**config.mk**
```make
export PLATFORM = sky130hd
export DESIGN_NAME = ooo_issue_top
export DESIGN_NICKNAME = d
export VERILOG_FILES = /design/src/design/ooo_cfg_pkg.sv /design/src/design/ooo_types_pkg.sv /design/src/design/instr_queue.sv /design/src/design/rename_dispatch.sv /design/src/design/reorder_buffer.sv /design/src/design/reservation_station.sv /design/src/design/issue_select.sv /design/src/design/ooo_issue_top.sv
export SDC_FILE = /design/constraint.sdc
export NUM_CORES = 2
export LEC_CHECK = 0
export ABC_AREA = 1
export BUFFER_PORTS_ARGS = -buffer_cell sky130_fd_sc_hd__buf_4
export CORE_MARGIN = 2
export CORE_UTILIZATION = 36
export DETAILED_ROUTE_END_ITERATION = 10
export PLACE_DENSITY = 0.56
export SLEW_MARGIN = 20
export SYNTH_ARGS = -nofsm -noshare
export SYNTH_HDL_FRONTEND = slang
export SYNTH_SLANG_ARGS = --single-unit
export TNS_END_PERCENT = 5
```
**constraint.sdc**
```tcl
create_clock -name run -period 3.4 [get_ports run]
set_input_delay 0.34 -clock run [delete_from_list [all_inputs] [get_ports run]]
set_output_delay 0.34 -clock run [all_outputs]
set_load 0.02 [all_outputs]
```
**src/design/ooo_cfg_pkg.sv**
```systemverilog
package ooo_cfg_pkg;

  // architectural register file
  localparam int NUM_REGS  = 16;
  localparam int REG_IDX_W = 4;   // index into the register file
  localparam int DATA_W    = 16;  // register and result width

  // reorder buffer, its index doubles as the rename tag
  localparam int ROB_DEPTH = 8;
  localparam int TAG_W     = $clog2(ROB_DEPTH);

  // instruction word
  localparam int OPC_W     = 4;

  // defaults for the top level depth parameters
  localparam int IQ_DEPTH_DEF = 4;
  localparam int RS_DEPTH_DEF = 4;

endpackage

```
**src/design/ooo_types_pkg.sv**
```systemverilog
package ooo_types_pkg;

  import ooo_cfg_pkg::*;

  // 16 bit instruction word, opcode in the top nibble
  typedef struct packed {
    logic [OPC_W-1:0]     opcode;
    logic [REG_IDX_W-1:0] rd;
    logic [REG_IDX_W-1:0] rs1;
    logic [REG_IDX_W-1:0] rs2;
  } instr_t;

  // value when known, else the producer tag in the low TAG_W bits
  typedef struct packed {
    logic              known;
    logic [DATA_W-1:0] data;
  } operand_t;

  typedef struct packed {
    logic [OPC_W-1:0] opcode;
    logic [TAG_W-1:0] tag;    // reorder buffer slot of this op
    operand_t         src1;
    operand_t         src2;
  } dispatch_t;

  typedef struct packed {
    logic [TAG_W-1:0]  tag;
    logic [OPC_W-1:0]  opcode;
    logic [DATA_W-1:0] src1;
    logic [DATA_W-1:0] src2;
    logic              unit;  // 0 for station a, 1 for station b
  } issue_op_t;

  typedef struct packed {
    logic              valid;
    logic [TAG_W-1:0]  tag;
    logic [DATA_W-1:0] value;
  } cdb_t;

  typedef struct packed {
    logic                 valid;
    logic [REG_IDX_W-1:0] rd;
    logic [TAG_W-1:0]     tag;
    logic [DATA_W-1:0]    value;
  } retire_t;

  typedef struct packed {
    logic                 valid;
    logic [REG_IDX_W-1:0] rd;
  } rob_alloc_t;

endpackage

```
**src/design/instr_queue.sv**
```systemverilog
`timescale 1ns/1ps

module instr_queue import ooo_types_pkg::*; #(
  parameter int iq_depth = 4
) (
  input  logic   run,
  input  logic   arst_n,
  input  logic   instr_valid,
  input  instr_t instr,
  output logic   instr_ready,
  output logic   iq_valid,
  output instr_t iq_instr,
  input  logic   iq_ready
);

  localparam int PTR_W = (iq_depth > 1) ? $clog2(iq_depth) : 1;
  localparam int CNT_W = $clog2(iq_depth + 1);

  instr_t           mem [iq_depth];
  logic [PTR_W-1:0] head;
  logic [PTR_W-1:0] tail;
  logic [CNT_W-1:0] count;
  logic             push;
  logic             pop;

  // wrap for depths that are not a power of two
  function automatic logic [PTR_W-1:0] ptr_next(input logic [PTR_W-1:0] p);
    if (p == PTR_W'(iq_depth - 1))
      return '0;
    return p + 1'b1;
  endfunction

  assign iq_valid    = (count != '0);
  assign iq_instr    = mem[head];
  assign pop         = iq_valid && iq_ready;
  // full queue still takes a new word when the head leaves this cycle
  assign instr_ready = (count != CNT_W'(iq_depth)) || pop;
  assign push        = instr_valid && instr_ready;

  always_ff @(posedge run)
  begin
    if (push)
      mem[tail] <= instr;
  end

  always_ff @(posedge run or negedge arst_n)
  begin
    if (!arst_n)
    begin
      head  <= '0;
      tail  <= '0;
      count <= '0;
    end
    else
    begin
      if (push)
        tail <= ptr_next(tail);
      if (pop)
        head <= ptr_next(head);
      count <= count + CNT_W'(push) - CNT_W'(pop);
    end
  end

endmodule

```
**src/design/rename_dispatch.sv**
```systemverilog
`timescale 1ns/1ps

module rename_dispatch import ooo_cfg_pkg::*; import ooo_types_pkg::*; (
  input  logic              run,
  input  logic              arst_n,
  input  logic              iq_valid,
  input  instr_t            iq_instr,
  output logic              iq_ready,
  input  logic              rob_full,
  input  logic [TAG_W-1:0]  alloc_tag,
  output rob_alloc_t        rob_alloc,
  output logic [TAG_W-1:0]  rd_tag_a,
  output logic [TAG_W-1:0]  rd_tag_b,
  input  logic              rd_done_a,
  input  logic              rd_done_b,
  input  logic [DATA_W-1:0] rd_value_a,
  input  logic [DATA_W-1:0] rd_value_b,
  input  logic              rs_a_full,
  input  logic              rs_b_full,
  output dispatch_t         disp,
  output logic              disp_a_we,
  output logic              disp_b_we,
  input  cdb_t              cdb,
  input  retire_t           retire
);

  logic [DATA_W-1:0] regs      [NUM_REGS];
  logic              map_valid [NUM_REGS];  // register renamed to an in-flight tag
  logic [TAG_W-1:0]  map_tag   [NUM_REGS];
  logic              to_a;
  logic              to_b;
  logic              discard;
  logic              fire;
  logic              alloc;

  // cdb forward, then finished rob entry, then register file, else wait on tag
  function automatic operand_t build_operand(input logic              mapped,
                                             input logic [TAG_W-1:0]  tag,
                                             input logic [DATA_W-1:0] reg_value,
                                             input logic              done,
                                             input logic [DATA_W-1:0] rob_value,
                                             input cdb_t              bus);
    operand_t op;
    op.known = 1'b1;
    if (mapped && bus.valid && bus.tag == tag)
      op.data = bus.value;
    else if (mapped && done)
      op.data = rob_value;
    else if (!mapped)
      op.data = reg_value;
    else
    begin
      op.known = 1'b0;
      op.data  = DATA_W'(tag);
    end
    return op;
  endfunction

  always_comb
  begin
    to_a = 1'b0;
    to_b = 1'b0;
    case (iq_instr.opcode)
      4'd0, 4'd1: to_a = 1'b1;
      4'd2, 4'd3: to_b = 1'b1;
      default: ;  // unknown opcode, dropped at the head
    endcase
  end

  assign discard  = !(to_a || to_b);
  assign iq_ready = discard || (!rob_full && ((to_a && !rs_a_full) || (to_b && !rs_b_full)));
  assign fire     = iq_valid && iq_ready;
  assign alloc    = fire && !discard;

  assign rd_tag_a = map_tag[iq_instr.rs1];
  assign rd_tag_b = map_tag[iq_instr.rs2];

  assign rob_alloc.valid = alloc;
  assign rob_alloc.rd    = iq_instr.rd;

  assign disp.opcode = iq_instr.opcode;
  assign disp.tag    = alloc_tag;
  assign disp.src1   = build_operand(map_valid[iq_instr.rs1], rd_tag_a, regs[iq_instr.rs1],
                                     rd_done_a, rd_value_a, cdb);
  assign disp.src2   = build_operand(map_valid[iq_instr.rs2], rd_tag_b, regs[iq_instr.rs2],
                                     rd_done_b, rd_value_b, cdb);
  assign disp_a_we   = alloc && to_a;
  assign disp_b_we   = alloc && to_b;

  always_ff @(posedge run or negedge arst_n)
  begin
    if (!arst_n)
    begin
      for (int i = 0; i < NUM_REGS; i++)
      begin
        regs[i]      <= '0;
        map_valid[i] <= 1'b0;
        map_tag[i]   <= '0;
      end
    end
    else
    begin
      if (retire.valid)
      begin
        regs[retire.rd] <= retire.value;
        if (map_valid[retire.rd] && map_tag[retire.rd] == retire.tag)
          map_valid[retire.rd] <= 1'b0;  // no younger writer left
      end
      // a rename in the same cycle wins over the clear above
      if (alloc)
      begin
        map_valid[iq_instr.rd] <= 1'b1;
        map_tag[iq_instr.rd]   <= alloc_tag;
      end
    end
  end

endmodule

```
**src/design/reorder_buffer.sv**
```systemverilog
`timescale 1ns/1ps

module reorder_buffer import ooo_cfg_pkg::*; import ooo_types_pkg::*; (
  input  logic              run,
  input  logic              arst_n,
  input  rob_alloc_t        rob_alloc,
  output logic [TAG_W-1:0]  alloc_tag,
  output logic              rob_full,
  input  logic [TAG_W-1:0]  rd_tag_a,
  input  logic [TAG_W-1:0]  rd_tag_b,
  output logic              rd_done_a,
  output logic              rd_done_b,
  output logic [DATA_W-1:0] rd_value_a,
  output logic [DATA_W-1:0] rd_value_b,
  input  cdb_t              cdb,
  output retire_t           retire
);

  localparam int CNT_W = TAG_W + 1;

  logic [REG_IDX_W-1:0] ent_rd    [ROB_DEPTH];
  logic [DATA_W-1:0]    ent_value [ROB_DEPTH];
  logic [ROB_DEPTH-1:0] ent_done;
  logic [TAG_W-1:0]     head;  // oldest op, next to retire
  logic [TAG_W-1:0]     tail;  // next free slot
  logic [CNT_W-1:0]     count;
  logic                 do_retire;

  assign alloc_tag = tail;
  assign rob_full  = (count == CNT_W'(ROB_DEPTH));

  // operand read port for dispatch
  assign rd_done_a  = ent_done[rd_tag_a];
  assign rd_done_b  = ent_done[rd_tag_b];
  assign rd_value_a = ent_value[rd_tag_a];
  assign rd_value_b = ent_value[rd_tag_b];

  assign do_retire = (count != '0) && ent_done[head];

  always_comb
  begin
    retire.valid = do_retire;
    retire.rd    = ent_rd[head];
    retire.tag   = head;
    retire.value = ent_value[head];
  end

  always_ff @(posedge run)
  begin
    if (rob_alloc.valid)
      ent_rd[tail] <= rob_alloc.rd;
    if (cdb.valid)
      ent_value[cdb.tag] <= cdb.value;
  end

  always_ff @(posedge run or negedge arst_n)
  begin
    if (!arst_n)
    begin
      ent_done <= '0;
      head     <= '0;
      tail     <= '0;
      count    <= '0;
    end
    else
    begin
      if (rob_alloc.valid)
      begin
        ent_done[tail] <= 1'b0;
        tail           <= tail + 1'b1;
      end
      if (cdb.valid)
        ent_done[cdb.tag] <= 1'b1;  // result captured, head may retire next cycle
      if (do_retire)
        head <= head + 1'b1;
      count <= count + CNT_W'(rob_alloc.valid) - CNT_W'(do_retire);
    end
  end

endmodule

```
**src/design/reservation_station.sv**
```systemverilog
`timescale 1ns/1ps

module reservation_station import ooo_cfg_pkg::*; import ooo_types_pkg::*; #(
  parameter int rs_depth = 4,
  parameter bit unit_id  = 1'b0
) (
  input  logic      run,
  input  logic      arst_n,
  input  dispatch_t disp,
  input  logic      disp_we,
  output logic      full,
  input  cdb_t      cdb,
  output logic      rs_valid,
  output issue_op_t rs_op,
  input  logic      rs_ready
);

  localparam int IDX_W = (rs_depth > 1) ? $clog2(rs_depth) : 1;

  dispatch_t           ent [rs_depth];
  logic [rs_depth-1:0] busy;
  logic [rs_depth-1:0] ready_vec;  // busy with both operands known
  logic [IDX_W-1:0]    free_idx;
  logic [IDX_W-1:0]    sel_idx;
  logic                do_write;
  logic                take;

  // capture a broadcast result for an operand still waiting on its tag
  function automatic operand_t wake(input operand_t op, input cdb_t bus);
    if (!op.known && bus.valid && op.data[TAG_W-1:0] == bus.tag)
    begin
      op.known = 1'b1;
      op.data  = bus.value;
    end
    return op;
  endfunction

  always_comb
  begin
    free_idx = '0;
    sel_idx  = '0;
    // walk down so the lowest index wins
    for (int i = rs_depth - 1; i >= 0; i--)
    begin
      ready_vec[i] = busy[i] && ent[i].src1.known && ent[i].src2.known;
      if (!busy[i])
        free_idx = IDX_W'(i);
      if (ready_vec[i])
        sel_idx = IDX_W'(i);
    end
  end

  assign full     = &busy;
  assign do_write = disp_we && !full;
  assign rs_valid = |ready_vec;
  assign take     = rs_valid && rs_ready;

  assign rs_op.tag    = ent[sel_idx].tag;
  assign rs_op.opcode = ent[sel_idx].opcode;
  assign rs_op.src1   = ent[sel_idx].src1.data;
  assign rs_op.src2   = ent[sel_idx].src2.data;
  assign rs_op.unit   = unit_id;

  always_ff @(posedge run)
  begin
    for (int i = 0; i < rs_depth; i++)
    begin
      if (do_write && free_idx == IDX_W'(i))
        ent[i] <= disp;
      else
      begin
        ent[i].src1 <= wake(ent[i].src1, cdb);
        ent[i].src2 <= wake(ent[i].src2, cdb);
      end
    end
  end

  always_ff @(posedge run or negedge arst_n)
  begin
    if (!arst_n)
      busy <= '0;
    else
    begin
      if (take)
        busy[sel_idx] <= 1'b0;  // freed once the selector has it
      if (do_write)
        busy[free_idx] <= 1'b1;
    end
  end

endmodule

```
**src/design/issue_select.sv**
```systemverilog
`timescale 1ns/1ps

module issue_select import ooo_cfg_pkg::*; import ooo_types_pkg::*; (
  input  logic      run,
  input  logic      arst_n,
  input  logic      rs_a_valid,
  input  logic      rs_b_valid,
  input  issue_op_t rs_a_op,
  input  issue_op_t rs_b_op,
  output logic      rs_a_ready,
  output logic      rs_b_ready,
  output logic      issue_valid,
  output issue_op_t issue,
  input  logic      issue_ready
);

  logic load;      // output register empty or draining
  logic grant_a;
  logic grant_b;
  logic prefer_b;  // round-robin pointer

  assign load       = !issue_valid || issue_ready;
  assign grant_a    = rs_a_valid && (!rs_b_valid || !prefer_b);
  assign grant_b    = rs_b_valid && !grant_a;
  assign rs_a_ready = load && grant_a;
  assign rs_b_ready = load && grant_b;

  always_ff @(posedge run)
  begin
    if (load && (grant_a || grant_b))
      issue <= grant_a ? rs_a_op : rs_b_op;
  end

  always_ff @(posedge run or negedge arst_n)
  begin
    if (!arst_n)
    begin
      issue_valid <= 1'b0;
      prefer_b    <= 1'b0;
    end
    else
    begin
      if (load)
        issue_valid <= grant_a || grant_b;
      if (rs_a_ready)
        prefer_b <= 1'b1;  // b goes first next time both offer
      else if (rs_b_ready)
        prefer_b <= 1'b0;
    end
  end

endmodule

```
**src/design/ooo_issue_top.sv**
```systemverilog
`timescale 1ns/1ps

module ooo_issue_top import ooo_cfg_pkg::*; import ooo_types_pkg::*; #(
  parameter int iq_depth = IQ_DEPTH_DEF,
  parameter int rs_depth = RS_DEPTH_DEF
) (
  input  logic      run,
  input  logic      arst_n,
  input  logic      instr_valid,
  input  instr_t    instr,
  output logic      instr_ready,
  output logic      issue_valid,
  output issue_op_t issue,
  input  logic      issue_ready,
  input  cdb_t      cdb,
  output retire_t   retire
);

  logic              iq_valid;
  instr_t            iq_instr;
  logic              iq_ready;
  rob_alloc_t        rob_alloc;
  logic [TAG_W-1:0]  alloc_tag;
  logic              rob_full;
  logic [TAG_W-1:0]  rd_tag_a;
  logic [TAG_W-1:0]  rd_tag_b;
  logic              rd_done_a;
  logic              rd_done_b;
  logic [DATA_W-1:0] rd_value_a;
  logic [DATA_W-1:0] rd_value_b;
  dispatch_t         disp;
  logic              disp_a_we;
  logic              disp_b_we;
  logic              rs_a_full;
  logic              rs_b_full;
  logic              rs_a_valid;
  logic              rs_b_valid;
  issue_op_t         rs_a_op;
  issue_op_t         rs_b_op;
  logic              rs_a_ready;
  logic              rs_b_ready;

  instr_queue #(.iq_depth(iq_depth)) instr_queue_i (
    .run, .arst_n, .instr_valid, .instr, .instr_ready,
    .iq_valid, .iq_instr, .iq_ready
  );

  rename_dispatch rename_dispatch_i (
    .run, .arst_n, .iq_valid, .iq_instr, .iq_ready,
    .rob_full, .alloc_tag, .rob_alloc,
    .rd_tag_a, .rd_tag_b, .rd_done_a, .rd_done_b, .rd_value_a, .rd_value_b,
    .rs_a_full, .rs_b_full, .disp, .disp_a_we, .disp_b_we,
    .cdb, .retire
  );

  reorder_buffer reorder_buffer_i (
    .run, .arst_n, .rob_alloc, .alloc_tag, .rob_full,
    .rd_tag_a, .rd_tag_b, .rd_done_a, .rd_done_b, .rd_value_a, .rd_value_b,
    .cdb, .retire
  );

  // station a takes opcodes 0 and 1, station b opcodes 2 and 3
  reservation_station #(.rs_depth(rs_depth), .unit_id(1'b0)) rs_a_i (
    .run, .arst_n, .disp, .disp_we(disp_a_we), .full(rs_a_full), .cdb,
    .rs_valid(rs_a_valid), .rs_op(rs_a_op), .rs_ready(rs_a_ready)
  );

  reservation_station #(.rs_depth(rs_depth), .unit_id(1'b1)) rs_b_i (
    .run, .arst_n, .disp, .disp_we(disp_b_we), .full(rs_b_full), .cdb,
    .rs_valid(rs_b_valid), .rs_op(rs_b_op), .rs_ready(rs_b_ready)
  );

  issue_select issue_select_i (
    .run, .arst_n, .rs_a_valid, .rs_b_valid, .rs_a_op, .rs_b_op,
    .rs_a_ready, .rs_b_ready, .issue_valid, .issue, .issue_ready
  );

endmodule

```
Word level (Yosys, flattened, before mapping)

Memories as Yosys holds them, arrays and structs flattened.
Cells that the tools add are included.

Register bits after elaboration: 395
Memory bits (writable): 552
Input port bits: 40
Output and inout port bits: 66
Memories: 5

Memories:

| memory                     | words | bits a word | rd ports | clocked after memory_dff | write ports | line                      | RTL |
|---|---|---|---|---|---|---|---|
| rs_a_i.ent                 | 4     | 41          | 5        | 0                        | 4           | reservation_station.sv:20 | `dispatch_t ent [rs_depth];` |
| rs_b_i.ent                 | 4     | 41          | 5        | 0                        | 4           | reservation_station.sv:20 |  |
| reorder_buffer_i.ent_value | 8     | 16          | 3        | 0                        | 1           | reorder_buffer.sv:22      | `logic [DATA_W-1:0] ent_value [ROB_DEPTH];` |
| instr_queue_i.mem          | 4     | 16          | 1        | 0                        | 1           | instr_queue.sv:19         | `instr_t mem [iq_depth];` |
| reorder_buffer_i.ent_rd    | 8     | 4           | 1        | 0                        | 1           | reorder_buffer.sv:21      | `logic [REG_IDX_W-1:0] ent_rd [ROB_DEPTH];` |

Add/subtract/negate cells: 8
Order comparisons: 21
Equal/unequal tests: 32
Multiplexer cells: 180
Bitwise operators: 32
Reduce and logical (&&, ||, !) cells: 132

Operators with widths:

| kind                                                                         | number |
|---|---|
| 17-bit two-way mux                                                           | 48 |
| 256-bit bitwise mux                                                          | 1 |
| 16-bit two-way mux                                                           | 14 |
| 16-bit binary-select mux with 4-bit select                                   | 2 |
| 1-bit logical AND                                                            | 89 |
| 16-bit demux with 4-bit select                                               | 1 |
| 1-bit two-way mux                                                            | 61 |
| 3-bit equality test                                                          | 19 |
| 48-bit bitwise mux                                                           | 1 |
| 2-bit two-way mux                                                            | 20 |
| 40-bit two-way mux                                                           | 1 |
| 3-bit binary-select mux with 4-bit select                                    | 3 |
| 1-bit logical NOT                                                            | 24 |
| 3-bit two-way mux                                                            | 7 |
| 5-bit greater-or-equal comparator, second input constant                     | 4 |
| 3-bit by 4-bit less-than comparator with 1-bit output, second input constant | 5 |
| 4-bit NOT with 5-bit output                                                  | 4 |
| 16-bit bitwise AND                                                           | 1 |
| 4-bit two-way mux                                                            | 4 |
| 8-bit two-way mux                                                            | 2 |
| 16-bit NOT                                                                   | 1 |
| 1-bit bitwise OR                                                             | 16 |
| 16-bit bitwise OR                                                            | 1 |
| 1-bit binary-select mux with 4-bit select                                    | 3 |
| other kinds (36)                                                             | 73 |

Longest topological paths before layout

An unclocked memory read counts as a cell.

Depth after elaboration: 16
Mapped depth: 24

Modules after synthesis

Synthesis repeated with hierarchy kept, for this count alone.

Cells, all modules: 5977
Area, all modules: 50709.9 µm²

Modules (own cells, without submodules):

| module                       | instances | cells an instance | area an instance (µm²) | seq. area each (µm²) |
|---|---|---|---|---|
| rename_dispatch              | 1         | 2835              | 19591.3                | 8007.7 |
| reorder_buffer               | 1         | 1101              | 9626.7                 | 5255.0 |
| reservation_station (rs_b_i) | 1         | 804               | 8216.6                 | 5024.8 |
| reservation_station (rs_a_i) | 1         | 805               | 8199.1                 | 5024.8 |
| instr_queue                  | 1         | 243               | 3169.3                 | 2097.0 |
| issue_select                 | 1         | 189               | 1906.8                 | 1251.2 |

Least setup slack after synthesis

OpenSTA, ideal clock, no wires.

Path kind: input port to flip-flop
Start point: input cdb[16] (netlist name)
End point: memory rs_b_i.ent[3][17] (netlist name), enable pin
Arrival: 2.986 ns
Data required time: 2.960 ns
Setup slack: -0.026 ns
Stages on the path: 6
Path buffers: 3
Cells stage by stage: clkbuf_1 -> inv_1 -> buf_4 -> clkbuf_1 -> nor2_1 -> o41ai_1

RTL lines:

| element     | line                      | RTL |
|---|---|---|
| from (decl) | ooo_issue_top.sv:15       | `input cdb_t cdb,` |
| to (decl)   | reservation_station.sv:20 |  |

==> impl_metrics.ini <==
[status]
outcome = complete, no violations

[grt]
use_met1_pct = 34.2
grt_pass1_wl_um = 269000
grt_pass1_vias = 41403
grt_max_degree = 101
grt_overflow = 0
antenna_found_initial = 7
met3_usage_pct = 4.74
gr-usage-all-layers_pct = 25.2
grt-busiest-layer = met2
use_met2_pct = 39.6

[route]
routed_wl_um = 184000
via_per_inst = 5.65
wire_per_inst_um = 23.6
first_iter_violations = 5279
drcViolationCount = 0
antenna_left = 0
vias = 44188
first_pass_iters = 6

[logic_synthesis]
yosysTopAreaCell = edfxtp_1
synth_edf_count = 592
async_flop_share_pct = 37.5
synth_area_leaders = edfxtp_1 (35%), dfrtp_1 (18%), nand2_1 (11%)
syn_nets = 5665
yosysWarnings = 0
yosys.cell_types.count = 58
syn_inst = 5608
synth.avg_cell_area_um2 = 8.95
ys.flop_type = edfxtp_1
yosys-top-cells-count = nand2_1 (1482), edfxtp_1 (592), nand3_1 (553)
ys_seq_area_share_pct = 53.1
yosysMostFrequentCell = nand2_1
yosys_register_bits = 947
synth_top_area_share_pct = 35.4
syn_area_um2 = 50200

[timing]
finClkSkew_ps = 68.3
fmax_mhz = 303
finalSetupViolCount = 0
fin_hold_ws_ps = 137
fin_crit_sh_pct = 97.0
finalHoldViolations = 0
drv_slew = 0
worst_pin_slew_ps = 785
fin_crit_ps = 3300
fin_tns_setup_ps = 0
worst_slack_ps = 103
rsz0062_at_grt = yes
slew_headroom_pct = 47.1

[cells_and_area]
nets = 5908
area_delta_synth_final_pct = 19.9
drive_gt1_share_pct = 18.0
n_fill_cell = 13444

[setup_path]
endpoint_kind = flop
path_max_fanout = 19
cp_data_required_time_ps = 3920
critPathLaunchType = flop
r2r_end = rs_a_i.ent[1][10]
r2r_setup_slack_ps = 100
cp.arrival_ps = 3810
reg2reg_from = instr_queue_i.head[0]
path_class = reg -> reg
ff2ff_path_depth = 19

[place]
dp_hpwl_um = 121000
portBuffers = 105
dpl_worst_slack_ps = -155
gp_congestion = 0.969

[clocking]
cts_tree = yes
cts.htree.levels = 3
cts_root_buf = clkbuf_16
clk_pin_slew_worst_paths_ps = 60
clock_latency_ps = 760
numCtsBuffers = 107
clockBufferDepth = 3
cts_sinks = 947

[floorplan]
start_util_pct = 36.1
core_um2 = 139000
fp.dieH_um = 377
die-area_um2 = 142000
num_rows = 137
ioPinCount = 106
die_w_um = 377

[worst_hold_path]
hold_path.class = in -> async

[flow_run]
cap_violations = 0
registers in the layout, indices dropped and copies added (netlist names), 4 cells and up:
name and cells:
rs_a_i.ent 164, rs_b_i.ent 164, reorder_buffer_i.ent_value 128, reorder_buffer_i.ent_rd 32, rs_b_i.busy 4, rename_dispatch_i.regs 256
instr_queue_i.mem 64, reorder_buffer_i.ent_done 8, rename_dispatch_i.map_valid 16, rs_a_i.busy 4, issue_select_i.issue 40, reorder_buffer_i.count 4
rename_dispatch_i.map_tag 48
final cells by class:
cell class / instances / area [um^2] / area share [%]
flip-flops and latches: 947 / 26700 / 44.3
inverters: 282 / 1080 / 1.80
multi-input cells: 3998 / 21200 / 35.2
repair inverters: 1 / 5.00 / 0.00832
clock inverters: 61 / 807 / 1.34
clock buffers: 137 / 2860 / 4.75
diodes: 1 / 2.50 / 0.00416
repair buffers: 514 / 5200 / 8.64
well taps: 1876 / 2350 / 3.90
stage by stage:
step | std cells | cell area (um^2) | utilization [%]
after floorplan | 5608 | 50200 | -
after global placement | 7564 | 55500 | 39.9
after detailed placement | 7565 | 55500 | 39.9
after CTS | 7798 | 59600 | 42.9
after global routing | 7816 | 60200 | 43.3
final | 7817 | 60200 | 43.3
per-layer routing:
metal	part of all wire, %	vias up	wire, um
li1	-	20059	-
met5	0.031	-	57
met4	4.2	10	7790
met1	42	21578	76900
met3	9.1	398	16700
met2	45	2143	82800
worst max-delay path by stage:
stage / slack, ps / to / cells past startpoint / start
after global placement: -130 / rs_b_i.ent[2][21] / 17 / instr_queue_i.head[0]
after CTS: -30 / retire[0] / 7 / reorder_buffer_i.head[1]
final: 100 / rs_a_i.ent[1][10] / 19 / instr_queue_i.head[0]
after detailed placement: -150 / rs_a_i.ent[2][32] / 18 / instr_queue_i.head[0]
after floorplan: -4 / rs_a_i.ent[1][0] / 6 / cdb[16]
after global routing: -10 / rs_b_i.ent[0][5] / 19 / instr_queue_i.head[0]
what timing repair did:
action	4_1_cts	5_1_grt
pin swaps	1	9
endpoints found under the setup margin	178	317
hold endpoints to repair	236	0
cloned	0	10
hold buffers	35	0
gates resized for setup	22	68
setup buffers	0	8
placed cells by master, fill, tap and decap left out, drive strengths merged, types with 114 or more instances in the layout:
| cell type | instances |
|---|---|
| o21ai | 524 |
| inv | 277 |
| mux2 | 216 |
| nand3 | 580 |
| buf | 474 |
| o22ai | 114 |
| clkbuf | 142 |
| dfrtp | 355 |
| edfxtp | 592 |
| nand2 | 1538 |
| nor2 | 444 |
| o211ai | 170 |
| a21oi | 184 |
cells by family after synthesis:
logic type | count (synthesis) | synth area share [%]
buf+inv | 667 | 5.76
xor+xnor | 13 | 0.227
fa+ha+maj | 17 | 0.454
mux | 216 | 4.84
flops | 947 | 53.1
simple gates | 2607 | 22.1
compound gates | 1141 | 13.5
worst max-delay path, cell delays in order (launching register included):
cell and delay (ps):
dfrtp_2 440, buf_12 160, nand2_1 100, nand3_4 160, buf_12 190, nand3_1 90, nand3_1 100, nand3_1 130
nand3_2 200, nand2_8 220, inv_2 60, nand2_1 80, nand3_2 100, nor2_4 150, and2_4 270, buf_6 190
buf_12 150, nand2_4 100, nand3_1 100, nand2_1 60
Power is not shown: default switching activity piles up to over one toggle a cycle in this logic, so the estimate is an artifact.
